<file path="src/include/fir_coeffs.svh">
// --------------------------------------------------
// Unique coefficients of the symmetric 17-tap low-pass
// Index 0 is the outer pair, index 8 the middle tap
// Values must fit in 12-bit signed (COEFF_W)
// --------------------------------------------------
`ifndef FIR_COEFFS_SVH
`define FIR_COEFFS_SVH

// Outer taps, small negative lobe
localparam int COEFF_VAL_0 = -6;
localparam int COEFF_VAL_1 = -18;
localparam int COEFF_VAL_2 = -27;
localparam int COEFF_VAL_3 = 0;

// Main lobe towards the centre
localparam int COEFF_VAL_4 = 87;
localparam int COEFF_VAL_5 = 231;
localparam int COEFF_VAL_6 = 392;
localparam int COEFF_VAL_7 = 516;
localparam int COEFF_VAL_8 = 562;

`endif

</file>
<file path="src/logic/fir_pkg.sv">
// --------------------------------------------------
// Widths, tap counts and coefficients of the MAC FIR
// Fixed configuration, symmetric response only
// Needs include/ on the include path
// --------------------------------------------------
`default_nettype none

package fir_pkg;

  // --------------------------------------------------
  // Sizes
  localparam int SAMPLE_W   = 8;
  localparam int COEFF_W    = 12;
  localparam int NUM_TAPS   = 17;
  // Multiply cycles per output sample
  localparam int TAP_PAIRS  = (NUM_TAPS + 1) / 2;
  localparam bit HAS_MIDDLE = (NUM_TAPS % 2) == 1;
  localparam int SEL_W      = $clog2(TAP_PAIRS);
  localparam int PREADD_W   = SAMPLE_W + 1;
  localparam int PROD_W     = PREADD_W + COEFF_W;
  localparam int ACC_W      = SAMPLE_W + COEFF_W + NUM_TAPS;

  // --------------------------------------------------
  // Vector types
  typedef logic signed [SAMPLE_W-1:0] sample_t;
  typedef logic signed [COEFF_W-1:0]  coeff_t;
  typedef logic        [SEL_W-1:0]    sel_t;
  typedef logic signed [PREADD_W-1:0] preadd_t;
  typedef logic signed [PROD_W-1:0]   prod_t;
  typedef logic signed [ACC_W-1:0]    acc_t;

  // Sequencer states
  typedef enum logic {
    SEQ_IDLE = 1'b0,
    SEQ_RUN  = 1'b1
  } seq_state_t;

  // --------------------------------------------------
  // Coefficient table, entry 0 weights newest and oldest sample
  `include "fir_coeffs.svh"

  localparam coeff_t COEFFS [TAP_PAIRS] = '{
    coeff_t'(COEFF_VAL_0), coeff_t'(COEFF_VAL_1), coeff_t'(COEFF_VAL_2),
    coeff_t'(COEFF_VAL_3), coeff_t'(COEFF_VAL_4), coeff_t'(COEFF_VAL_5),
    coeff_t'(COEFF_VAL_6), coeff_t'(COEFF_VAL_7), coeff_t'(COEFF_VAL_8)
  };

endpackage

`default_nettype wire

</file>
<file path="src/logic/fir_accumulator.sv">
// --------------------------------------------------
// Running sum of products over one frame
// Done edge moves the full sum to o_data and clears it
// No rounding or saturation on the output
// --------------------------------------------------
`timescale 1ns/1ps
`default_nettype none

module fir_accumulator (
  input  wire logic           i_clk,
  input  wire logic           i_rst_an,
  input  wire logic           i_ena,
  input  wire logic           i_done,
  input  wire fir_pkg::prod_t i_product,
  output fir_pkg::acc_t       o_data
);

  fir_pkg::acc_t sum_q;
  fir_pkg::acc_t sum_next;
  fir_pkg::acc_t data_q;

  // Sign extension of the product into the sum
  assign sum_next = sum_q + fir_pkg::acc_t'(i_product);

  // --------------------------------------------------
  // Accumulator and output register
  always_ff @(posedge i_clk or negedge i_rst_an)
  begin
    if (!i_rst_an)
    begin
      sum_q  <= '0;
      data_q <= '0;
    end
    else if (i_ena)
    begin
      if (i_done)
      begin
        // Last product joins the sum on its way out
        data_q <= sum_next;
        sum_q  <= '0;
      end
      else
      begin
        sum_q <= sum_next;
      end
    end
  end

  assign o_data = data_q;

  // Output only moves on an enabled done edge
  a_data_hold: assert property (@(posedge i_clk) disable iff (!i_rst_an)
    !(i_ena && i_done) |=> $stable(o_data));

endmodule

`default_nettype wire

</file>
<file path="src/logic/fir_mac_top.sv">
// --------------------------------------------------
// Serial MAC FIR, one multiplier shared over 9 pairs
// New sample taken only while o_done and i_ena are high
// i_ena low freezes the whole filter, no back-pressure
// --------------------------------------------------
`timescale 1ns/1ps
`default_nettype none

module fir_mac_top (
  input  wire logic             i_clk,
  input  wire logic             i_rst_an,
  input  wire logic             i_ena,
  input  wire fir_pkg::sample_t i_data,
  output fir_pkg::acc_t         o_data,
  output logic                  o_done
);

  fir_pkg::sel_t    sel;
  logic             done;
  fir_pkg::sample_t tap_near;
  fir_pkg::sample_t tap_far;
  fir_pkg::prod_t   product;

  // Control
  fir_sequencer seq_i (
    .i_clk    (i_clk),
    .i_rst_an (i_rst_an),
    .i_ena    (i_ena),
    .o_sel    (sel),
    .o_done   (done)
  );

  // --------------------------------------------------
  // Datapath
  fir_tap_line tap_line_i (
    .i_clk      (i_clk),
    .i_rst_an   (i_rst_an),
    .i_ena      (i_ena),
    .i_load     (done),
    .i_data     (i_data),
    .i_sel      (sel),
    .o_tap_near (tap_near),
    .o_tap_far  (tap_far)
  );

  fir_preadd_mult preadd_mult_i (
    .i_sel      (sel),
    .i_tap_near (tap_near),
    .i_tap_far  (tap_far),
    .o_product  (product)
  );

  fir_accumulator acc_i (
    .i_clk     (i_clk),
    .i_rst_an  (i_rst_an),
    .i_ena     (i_ena),
    .i_done    (done),
    .i_product (product),
    .o_data    (o_data)
  );

  assign o_done = done;

endmodule

`default_nettype wire

</file>
<file path="src/logic/fir_preadd_mult.sv">
// --------------------------------------------------
// Pre-adder, coefficient lookup and signed multiplier
// Purely combinational
// Index outside the table gives a zero coefficient
// --------------------------------------------------
`timescale 1ns/1ps
`default_nettype none

module fir_preadd_mult (
  input  wire fir_pkg::sel_t    i_sel,
  input  wire fir_pkg::sample_t i_tap_near,
  input  wire fir_pkg::sample_t i_tap_far,
  output fir_pkg::prod_t        o_product
);

  fir_pkg::preadd_t preadd;
  fir_pkg::coeff_t  coeff;
  logic             middle_tap;

  // Odd length: last pair is the single centre tap
  assign middle_tap = fir_pkg::HAS_MIDDLE &&
                      (i_sel == fir_pkg::sel_t'(fir_pkg::TAP_PAIRS - 1));

  // --------------------------------------------------
  // Fold mirrored taps, one extra bit against overflow
  always_comb
  begin
    if (middle_tap)
      preadd = fir_pkg::preadd_t'(i_tap_near);
    else
      preadd = fir_pkg::preadd_t'(i_tap_near) + fir_pkg::preadd_t'(i_tap_far);
  end

  // Coefficient ROM
  always_comb
  begin
    if (i_sel < fir_pkg::sel_t'(fir_pkg::TAP_PAIRS))
      coeff = fir_pkg::COEFFS[i_sel];
    else
      coeff = '0;
  end

  // --------------------------------------------------
  // Full-width signed product
  assign o_product = fir_pkg::prod_t'(preadd) * fir_pkg::prod_t'(coeff);

endmodule

`default_nettype wire

</file>
<file path="src/logic/fir_sequencer.sv">
// --------------------------------------------------
// Steps the tap-pair index once per enabled cycle
// o_done is high in idle and on the last pair
// Frame length is TAP_PAIRS enabled cycles
// --------------------------------------------------
`timescale 1ns/1ps
`default_nettype none

module fir_sequencer (
  input  wire logic          i_clk,
  input  wire logic          i_rst_an,
  input  wire logic          i_ena,
  output fir_pkg::sel_t      o_sel,
  output logic               o_done
);

  fir_pkg::seq_state_t state_q;
  fir_pkg::sel_t       sel_q;
  logic                last_pair;

  assign last_pair = (sel_q == fir_pkg::sel_t'(fir_pkg::TAP_PAIRS - 1));

  // State and pair counter
  always_ff @(posedge i_clk or negedge i_rst_an)
  begin
    if (!i_rst_an)
    begin
      state_q <= fir_pkg::SEQ_IDLE;
      sel_q   <= '0;
    end
    else if (i_ena)
    begin
      case (state_q)
        fir_pkg::SEQ_IDLE:
        begin
          // First enabled edge is the load edge
          state_q <= fir_pkg::SEQ_RUN;
          sel_q   <= '0;
        end
        default:
        begin
          if (last_pair)
            sel_q <= '0;
          else
            sel_q <= sel_q + fir_pkg::sel_t'(1);
        end
      endcase
    end
  end

  assign o_sel  = sel_q;
  assign o_done = (state_q == fir_pkg::SEQ_IDLE) || last_pair;

  // Counter stays inside the coefficient table
  a_sel_range: assert property (@(posedge i_clk) disable iff (!i_rst_an)
    (state_q == fir_pkg::SEQ_RUN) |-> (sel_q <= fir_pkg::sel_t'(fir_pkg::TAP_PAIRS - 1)));

endmodule

`default_nettype wire

</file>
<file path="src/logic/fir_tap_line.sv">
// --------------------------------------------------
// Sample delay line, position 0 holds the newest sample
// Shifts only on an enabled load (done) edge
// Select above the last pair clamps to the last pair
// --------------------------------------------------
`timescale 1ns/1ps
`default_nettype none

module fir_tap_line (
  input  wire logic             i_clk,
  input  wire logic             i_rst_an,
  input  wire logic             i_ena,
  input  wire logic             i_load,
  input  wire fir_pkg::sample_t i_data,
  input  wire fir_pkg::sel_t    i_sel,
  output fir_pkg::sample_t      o_tap_near,
  output fir_pkg::sample_t      o_tap_far
);

  fir_pkg::sample_t line_q [fir_pkg::NUM_TAPS];
  fir_pkg::sel_t    sel_clamped;

  // --------------------------------------------------
  // Shift register
  always_ff @(posedge i_clk or negedge i_rst_an)
  begin
    if (!i_rst_an)
    begin
      for (int i = 0; i < fir_pkg::NUM_TAPS; i++)
        line_q[i] <= '0;
    end
    else if (i_ena && i_load)
    begin
      line_q[0] <= i_data;
      for (int i = 1; i < fir_pkg::NUM_TAPS; i++)
        line_q[i] <= line_q[i-1];
    end
  end

  // --------------------------------------------------
  // Mirrored read ports
  always_comb
  begin
    if (i_sel > fir_pkg::sel_t'(fir_pkg::TAP_PAIRS - 1))
      sel_clamped = fir_pkg::sel_t'(fir_pkg::TAP_PAIRS - 1);
    else
      sel_clamped = i_sel;
  end

  assign o_tap_near = line_q[sel_clamped];
  // Far tap counts back from the oldest sample
  assign o_tap_far  = line_q[fir_pkg::NUM_TAPS - 1 - int'(sel_clamped)];

endmodule

`default_nettype wire
</file>
<file path="config.mk">
export PLATFORM = sky130hd
export DESIGN_NAME = fir_mac_top
export DESIGN_NICKNAME = d
export VERILOG_FILES = /design/src/logic/fir_pkg.sv /design/src/logic/fir_accumulator.sv /design/src/logic/fir_mac_top.sv /design/src/logic/fir_preadd_mult.sv /design/src/logic/fir_sequencer.sv /design/src/logic/fir_tap_line.sv
export VERILOG_INCLUDE_DIRS = /design/src /design/src/include
export SDC_FILE = /design/constraint.sdc
export NUM_CORES = 1
export LEC_CHECK = 0
export ABC_CLOCK_PERIOD_IN_PS = 17000
export BUFFER_PORTS_ARGS = -buffer_cell sky130_fd_sc_hd__buf_2
export CAP_MARGIN = 0
export CORE_ASPECT_RATIO = 1.4
export CORE_MARGIN = 2
export CORE_UTILIZATION = 40
export CTS_CLUSTER_SIZE = 16
export DETAILED_ROUTE_END_ITERATION = 10
export PLACE_DENSITY_LB_ADDON = 0.2
export SYNTH_ARGS = -nofsm -noshare
export SYNTH_HDL_FRONTEND = slang
export SYNTH_SLANG_ARGS = --single-unit
</file>
<file path="constraint.sdc">
create_clock -name i_clk -period 17 [get_ports i_clk]
set_clock_uncertainty 0.05 [all_clocks]
set_input_delay 0.85 -clock i_clk [delete_from_list [all_inputs] [get_ports i_clk]]
set_output_delay 0.85 -clock i_clk [all_outputs]
set_load 0.01 [all_outputs]
</file>
==> reports/results.ini, run 1 <==
[cts]
path_clk_slew_ns=0.07
post_cts_buffers=0
cts_hold_buf=0
cts_tree=done
numCtsBuffers=23
cts-root-buf=clkbuf_16
numClockSinks=215
cts.path.max_buffers=3
cts-resized-gates=0
insertion_delay_ns=0.54
htreeDepth=1

[routing]
vias=12700
wl_per_cell_um=17.7
dr.first_iter.drc_count=841
drt-total-wl_um=43500
dr.pass1.iters=5
via_per_inst=5.17
ant_nets=0
drc=0

[layout]
finalNetCount=2149
area_delta_synth_final_pct=8.59
post_route_cells_drive_above_1_share_pct=8.78
n_fill_cell=4129
diodes=0

[global_route]
gr-total-overflow=0
grt_max_degree=99
grt_pass1_wl_um=71500
grt_pass1_vias=13200
grt.total_usage_pct=20.6
grt_antenna_before_repair=0

[die]
initial_core_util_pct=40.4
die_h_um=248
core.rowCount=89
design.core.area_um2=42000
io_pins=49
die_area_um2=44100
die_width_um=178

[timing]
setup_viol=0
slew_headroom_pct=28.3
rsz0062_at_grt=false
min_period_ns=12.35
finalSetupTns_ns=0
final_max_slew_viol_count=0
fin_ws_ns=4.65
final_hold_viol_count=0
fmax_mhz=81.0
post-route-period-util_pct=72.7
worst-slew-pin-transition_ns=1.08

[logic_synthesis]
syn_area_um2=17000
syn_nets=2144
synth_edf_count=0
avgSynthCellArea_um2=8.96
synth_seq_area_share_pct=31.7
synth_flop_cell=dfrtp_1
ys_warn_count=0
ys_seq_elements=215
async_flop_share_pct=100
yosysUniqueCellTypes=72
synthCells=1894

[placed_design]
gp_congestion=0.888
hpwl_um=32300
portBuffers=48
place_ws_ns=4.61

[worst_setup_path]
cp.required_ns=17.37
ff2ff_setup_slack_ns=4.65
cp.buffers_inverters=7
end_kind=register
startpoint_type=register
crit_family=adder cells
max_stage_delay_ns=1.00
critPathMaxFanout=57
crit_slowest_cell=ha_2
cp.arrival_ns=12.72
worstSetupPathType=register to register

[hold_path]
hold_class=input port to asynchronous set/reset pin

[job]
drv_cap=0

[outcome]
status=finished, final reports clean

==> placed cells by master, fill, tap and decap left out, types with 29 or more instances in the layout <==
cell | Yosys | final
ha_1 | 101 | 100
o2bb2ai_1 | 29 | 29
nand2_1 | 563 | 561
fa_1 | 138 | 138
o21ai_0 | 55 | 55
inv_1 | 240 | 240
dfrtp_1 | 215 | 215
nor2_1 | 100 | 98
mux4_2 | 39 | 39
buf_2 | 41 | 47
a21oi_1 | 69 | 69
==> synth_stat cells (4+ instances only) <==
cell type	number	area share (%)
nand2_1	563	12
inv_1	240	5.3
dfrtp_1	215	32
fa_1	138	16
ha_1	101	7.4
nor2_1	100	2.2
a21oi_1	69	2.0
o21ai_0	55	1.6
buf_2	41	1.2
mux4_2	39	5.2
clkbuf_1	33	0.73
o2bb2ai_1	29	1.5
mux2i_1	26	1.5
xnor2_1	25	1.3
and3_1	15	0.55
o21ai_1	15	0.44
nand3_1	14	0.41
nor2b_1	13	0.48
xor2_1	13	0.67
a21o_1	12	0.53
nand2b_1	9	0.33
o21a_1	9	0.40
and2_1	8	0.29
o31ai_1	8	0.35
nand4_1	7	0.26
nor3_1	7	0.21
a211oi_1	6	0.27
a31oi_1	6	0.22
a21boi_0	5	0.22
a311oi_1	5	0.26
o211ai_1	4	0.18
o21bai_1	4	0.18
==> flip-flops by register name (all words and copies together), names as in the netlist <==
| signal | flops |
|---|---|
| acc_i.o_data | 37 |
| acc_i.sum_q | 37 |
| seq_i.o_sel | 4 |
| seq_i.state_q | 1 |
| tap_line_i.line_q | 136 |
==> final cells by class <==
| cell class | count | area, µm² | share of cell area, % |
|---|---|---|---|
| multi-input cells | 1352 | 10300 | 55.8 |
| clock buffers | 30 | 642 | 3.48 |
| flip-flops and latches | 215 | 5380 | 29.2 |
| clock inverters | 10 | 163 | 0.882 |
| well taps | 546 | 683 | 3.71 |
| inverters | 246 | 931 | 5.05 |
| repair buffers | 61 | 348 | 1.89 |
==> worst paths after layout <==
| path | startpoint | end | cells after the start |
|---|---|---|---|
| max | seq_i.o_sel[1]$_DFFE_PN0P_ | acc_i.sum_q[35]$_DFFE_PN0P_ | 41 |
| min | i_rst_an | acc_i.o_data[9]$_DFFE_PN0P_ | 1 |
| max reg2reg | seq_i.o_sel[1]$_DFFE_PN0P_ | acc_i.sum_q[35]$_DFFE_PN0P_ | 41 |
| min reg2reg | seq_i.state_q$_DFFE_PN0P_ | seq_i.state_q$_DFFE_PN0P_ | 1 |
| max in group asynchronous | i_rst_an | tap_line_i.line_q[80]$_DFFE_PN0P_ | 3 |
| min in group i_clk | seq_i.state_q$_DFFE_PN0P_ | seq_i.state_q$_DFFE_PN0P_ | 1 |
==> cells by family (layout without fill, tap and decap cells) <==
kind of cell	Yosys count	after routing	synth area share, %
multiplexers	67	67	6.86
buffers and inverters	327	347	7.83
AND/OR/NAND/NOR	751	751	18.0
XOR/XNOR	38	38	1.96
flip-flops	215	215	31.7
AO/OA/AOI/OAI	257	257	9.90
adder cells (fa/ha/maj)	239	239	23.7
==> metrics by stage <==
stage                     hold WS, ns  cells  instance area, µm²  utilization (%)
after floorplan                 0.380   1894               17000                -
after global placement          0.395   2420               17600             42.0
after detailed placement        0.401   2420               17600             42.0
after CTS                       0.311   2460               18400             43.9
after global routing            0.338   2460               18400             43.9
final                           0.254   2460               18400             43.9
==> layer usage <==
layer  wire, µm  GRT usage [%]  vias to the layer above
li1           -              -                     6087
met1      17700           24.7                     6275
met2      22400           37.1                      240
met3       1310           1.99                      118
met4       2170           9.64                        0
met5          0              0                        -
Power of run 1 is left out: the tool's default activity adds up to more than one toggle a clock period on the data nets, which glitch-free logic cannot reach.
==> run 2: changes to the inputs <==
--- a/config.mk
+++ b/config.mk
@@ -6,7 +6,7 @@
 export SDC_FILE = /design/constraint.sdc
 export NUM_CORES = 1
 export LEC_CHECK = 0
-export ABC_CLOCK_PERIOD_IN_PS = 17000
+export ABC_CLOCK_PERIOD_IN_PS = 10900
 export BUFFER_PORTS_ARGS = -buffer_cell sky130_fd_sc_hd__buf_2
 export CAP_MARGIN = 0
 export CORE_ASPECT_RATIO = 1.4
==> constraint.sdc (replaced) <==
create_clock -name i_clk -period 10.9 [get_ports i_clk]
set_clock_uncertainty 0.05 [all_clocks]
set_input_delay 0.545 -clock i_clk [delete_from_list [all_inputs] [get_ports i_clk]]
set_output_delay 0.545 -clock i_clk [all_outputs]
set_load 0.01 [all_outputs]
==> run 2 against run 1 <==
Against the previous run:
- design area grew 1.1%
- register-to-register slack worse by 4.1 ns
- final cell count rose by 0.93%
- global-route usage rose by 0.35 points
- routed wire length rose by 2.5%
- clock-buffer cell count grew 3
- sequential share of layout area is 0.31 points lower
- non-clock buffer count is 19 higher
- largest cell class unchanged
==> reports/results.ini, run 2 (synthesis gave the netlist of run 1 again) <==
[outcome]
status=finished, final reports clean

[cts]
insertion_delay_ns=0.55  ; about the same
cts_tree=done
cts.path.max_buffers=3  ; unchanged
numCtsBuffers=25  ; +8.7%
htreeDepth=1  ; unchanged
path_clk_slew_ns=0.06  ; about the same
cts-root-buf=clkbuf_16
numClockSinks=215  ; unchanged

[job]
drv_cap=0  ; unchanged

[layout]
n_fill_cell=4157  ; +0.68%
layout_commonest_cell=nand2_1
final_cell_mix=nand2_1, inv_1, dfrtp_1, fa_1, ha_1
regArea_um2=5380  ; unchanged
multi_input_area_um2=10300  ; +0.21%
regMostFlops=tap_line_i.line_q
diodes=0  ; unchanged
post_route_cells_drive_above_1_share_pct=9.96  ; +1.2 points
finalNetCount=2170  ; +0.98%
area_delta_synth_final_pct=9.76
largest_reg_flops=136  ; unchanged

[timing]
slew_headroom_pct=21.9  ; -6.4 points
final_hold_viol_count=0  ; unchanged
setup_viol=0  ; unchanged
rsz0062_at_grt=false
fmax_mhz=96.9  ; +20%
min_period_ns=10.32  ; -2.03 ns
holdWs_ns=0.135  ; -0.119 ns
final_max_slew_viol_count=0  ; unchanged
worst-slew-pin-transition_ns=1.17  ; +0.0957 ns
fin_ws_ns=0.579  ; -4.07 ns
finalSetupTns_ns=0  ; unchanged
post-route-period-util_pct=94.7  ; +22 points

[hold_path]
hold_class=input port to register
hold_start=i_data[7]
hold_end=tap_line_i.line_q[135]$_DFFE_PN0P_
worstHoldPathCells=3

[worst_setup_path]
crit_slowest_cell=a311oi_1
max_stage_delay_ns=0.56  ; -0.44 ns
end_kind=register
r2r_cells=42  ; +2.4%
worstSetupPathType=register to register
cp_common_cell=fa_1
cp.required_ns=11.30  ; -6.07 ns
startpoint_type=register
critPathMaxFanout=22  ; -61%
r2r-end=acc_i.sum_q[35]$_DFFE_PN0P_
ff2ff_setup_slack_ns=0.58  ; -4.07 ns
cp.arrival_ns=10.72  ; -2.00 ns
r2r-start=seq_i.o_sel[0]$_DFFE_PN0P_

[die]
die_area_um2=44100  ; unchanged
io_pins=49  ; unchanged
die_h_um=248  ; unchanged
die_width_um=178  ; unchanged
initial_core_util_pct=40.4  ; unchanged
core.rowCount=89  ; unchanged
design.core.area_um2=42000  ; unchanged

[global_route]
grt.total_usage_pct=21.0  ; +0.35 points
grt_max_degree=113  ; +14%
gr-total-overflow=0  ; unchanged
grt_antenna_before_repair=0  ; unchanged
grt_pass1_wl_um=72800  ; +1.8%
grt_pass1_vias=13400  ; +1.7%

[routing]
dr.first_iter.drc_count=817  ; -2.9%
drc=0  ; unchanged
wl_per_cell_um=18.0  ; +1.5%
ant_nets=0  ; unchanged
vias=12900  ; +1.4%
via_per_inst=5.19  ; +0.42%
dr.pass1.iters=5  ; unchanged
drt-total-wl_um=44600  ; +2.5%

[placed_design]
gp_congestion=0.974  ; +9.7%
place_ws_ns=0.549  ; -4.07 ns
hpwl_um=32700  ; +1.2%
portBuffers=48  ; unchanged

-- run 2: how the worst max path moves through the flow --
stage / from / to / slack [ns] / depth (start not counted)
after floorplan: seq_i.o_sel[0]$_DFFE_PN0P_ / acc_i.sum_q[36]$_DFFE_PN0P_ / 0.52 / 48
after global placement: seq_i.o_sel[0]$_DFFE_PN0P_ / acc_i.sum_q[35]$_DFFE_PN0P_ / 0.72 / 42
after detailed placement: seq_i.o_sel[0]$_DFFE_PN0P_ / acc_i.sum_q[35]$_DFFE_PN0P_ / 0.55 / 42
after CTS: seq_i.o_sel[0]$_DFFE_PN0P_ / acc_i.sum_q[35]$_DFFE_PN0P_ / 0.54 / 42
after global routing: seq_i.o_sel[0]$_DFFE_PN0P_ / acc_i.o_data[36]$_DFFE_PN0P_ / 0.006 / 42
final: seq_i.o_sel[0]$_DFFE_PN0P_ / acc_i.sum_q[35]$_DFFE_PN0P_ / 0.58 / 42
-- run 2: cell type report --
class	instances	area share, %
Clock inverter	11	0.604
Inverter	246	5.04
Multi-Input combinational cell	1352	55.3
Sequential cell	215	28.9
Timing Repair Buffer	80	2.75
Tap cell	546	3.67
Clock buffer	33	3.73
-- run 2: layer usage --
metal / GRT usage [%] / part of all wire [%] / up-vias
met5: 0 / 0 / -
met4: 9.43 / 4.6 / 0
met3: 2.10 / 3.0 / 99
met2: 38.5 / 53 / 265
met1: 24.6 / 40 / 6400
li1: - / - / 6129
-- run 2: stage by stage --
stage / utilization (%) / cell area (µm²) / std cells
6_report: 44.4 / 18600 / 2483
5_1_grt: 44.4 / 18600 / 2483
4_1_cts: 44.2 / 18600 / 2481
3_5_place_dp: 42.3 / 17800 / 2436
3_3_place_gp: 42.3 / 17800 / 2436
2_1_floorplan: - / 17000 / 1894
-- run 2: critical path: cells and delay by family, from the launching register on --
family,cells,cell delay (ns)
fa+ha+maj,9,3.77
compound gates,14,3.07
simple gates,9,1.18
buf+inv,8,1.07
mux,2,0.57
flops,1,0.52
-- run 2: timing repair --
action                                  CTS  global route
hold endpoints to repair                 17             0
hold buffers                              1             0
buffers inserted                          0             2
resized for setup                         0             7
endpoints found under the setup margin    0            11
Power of run 2 is left out for the same reason.
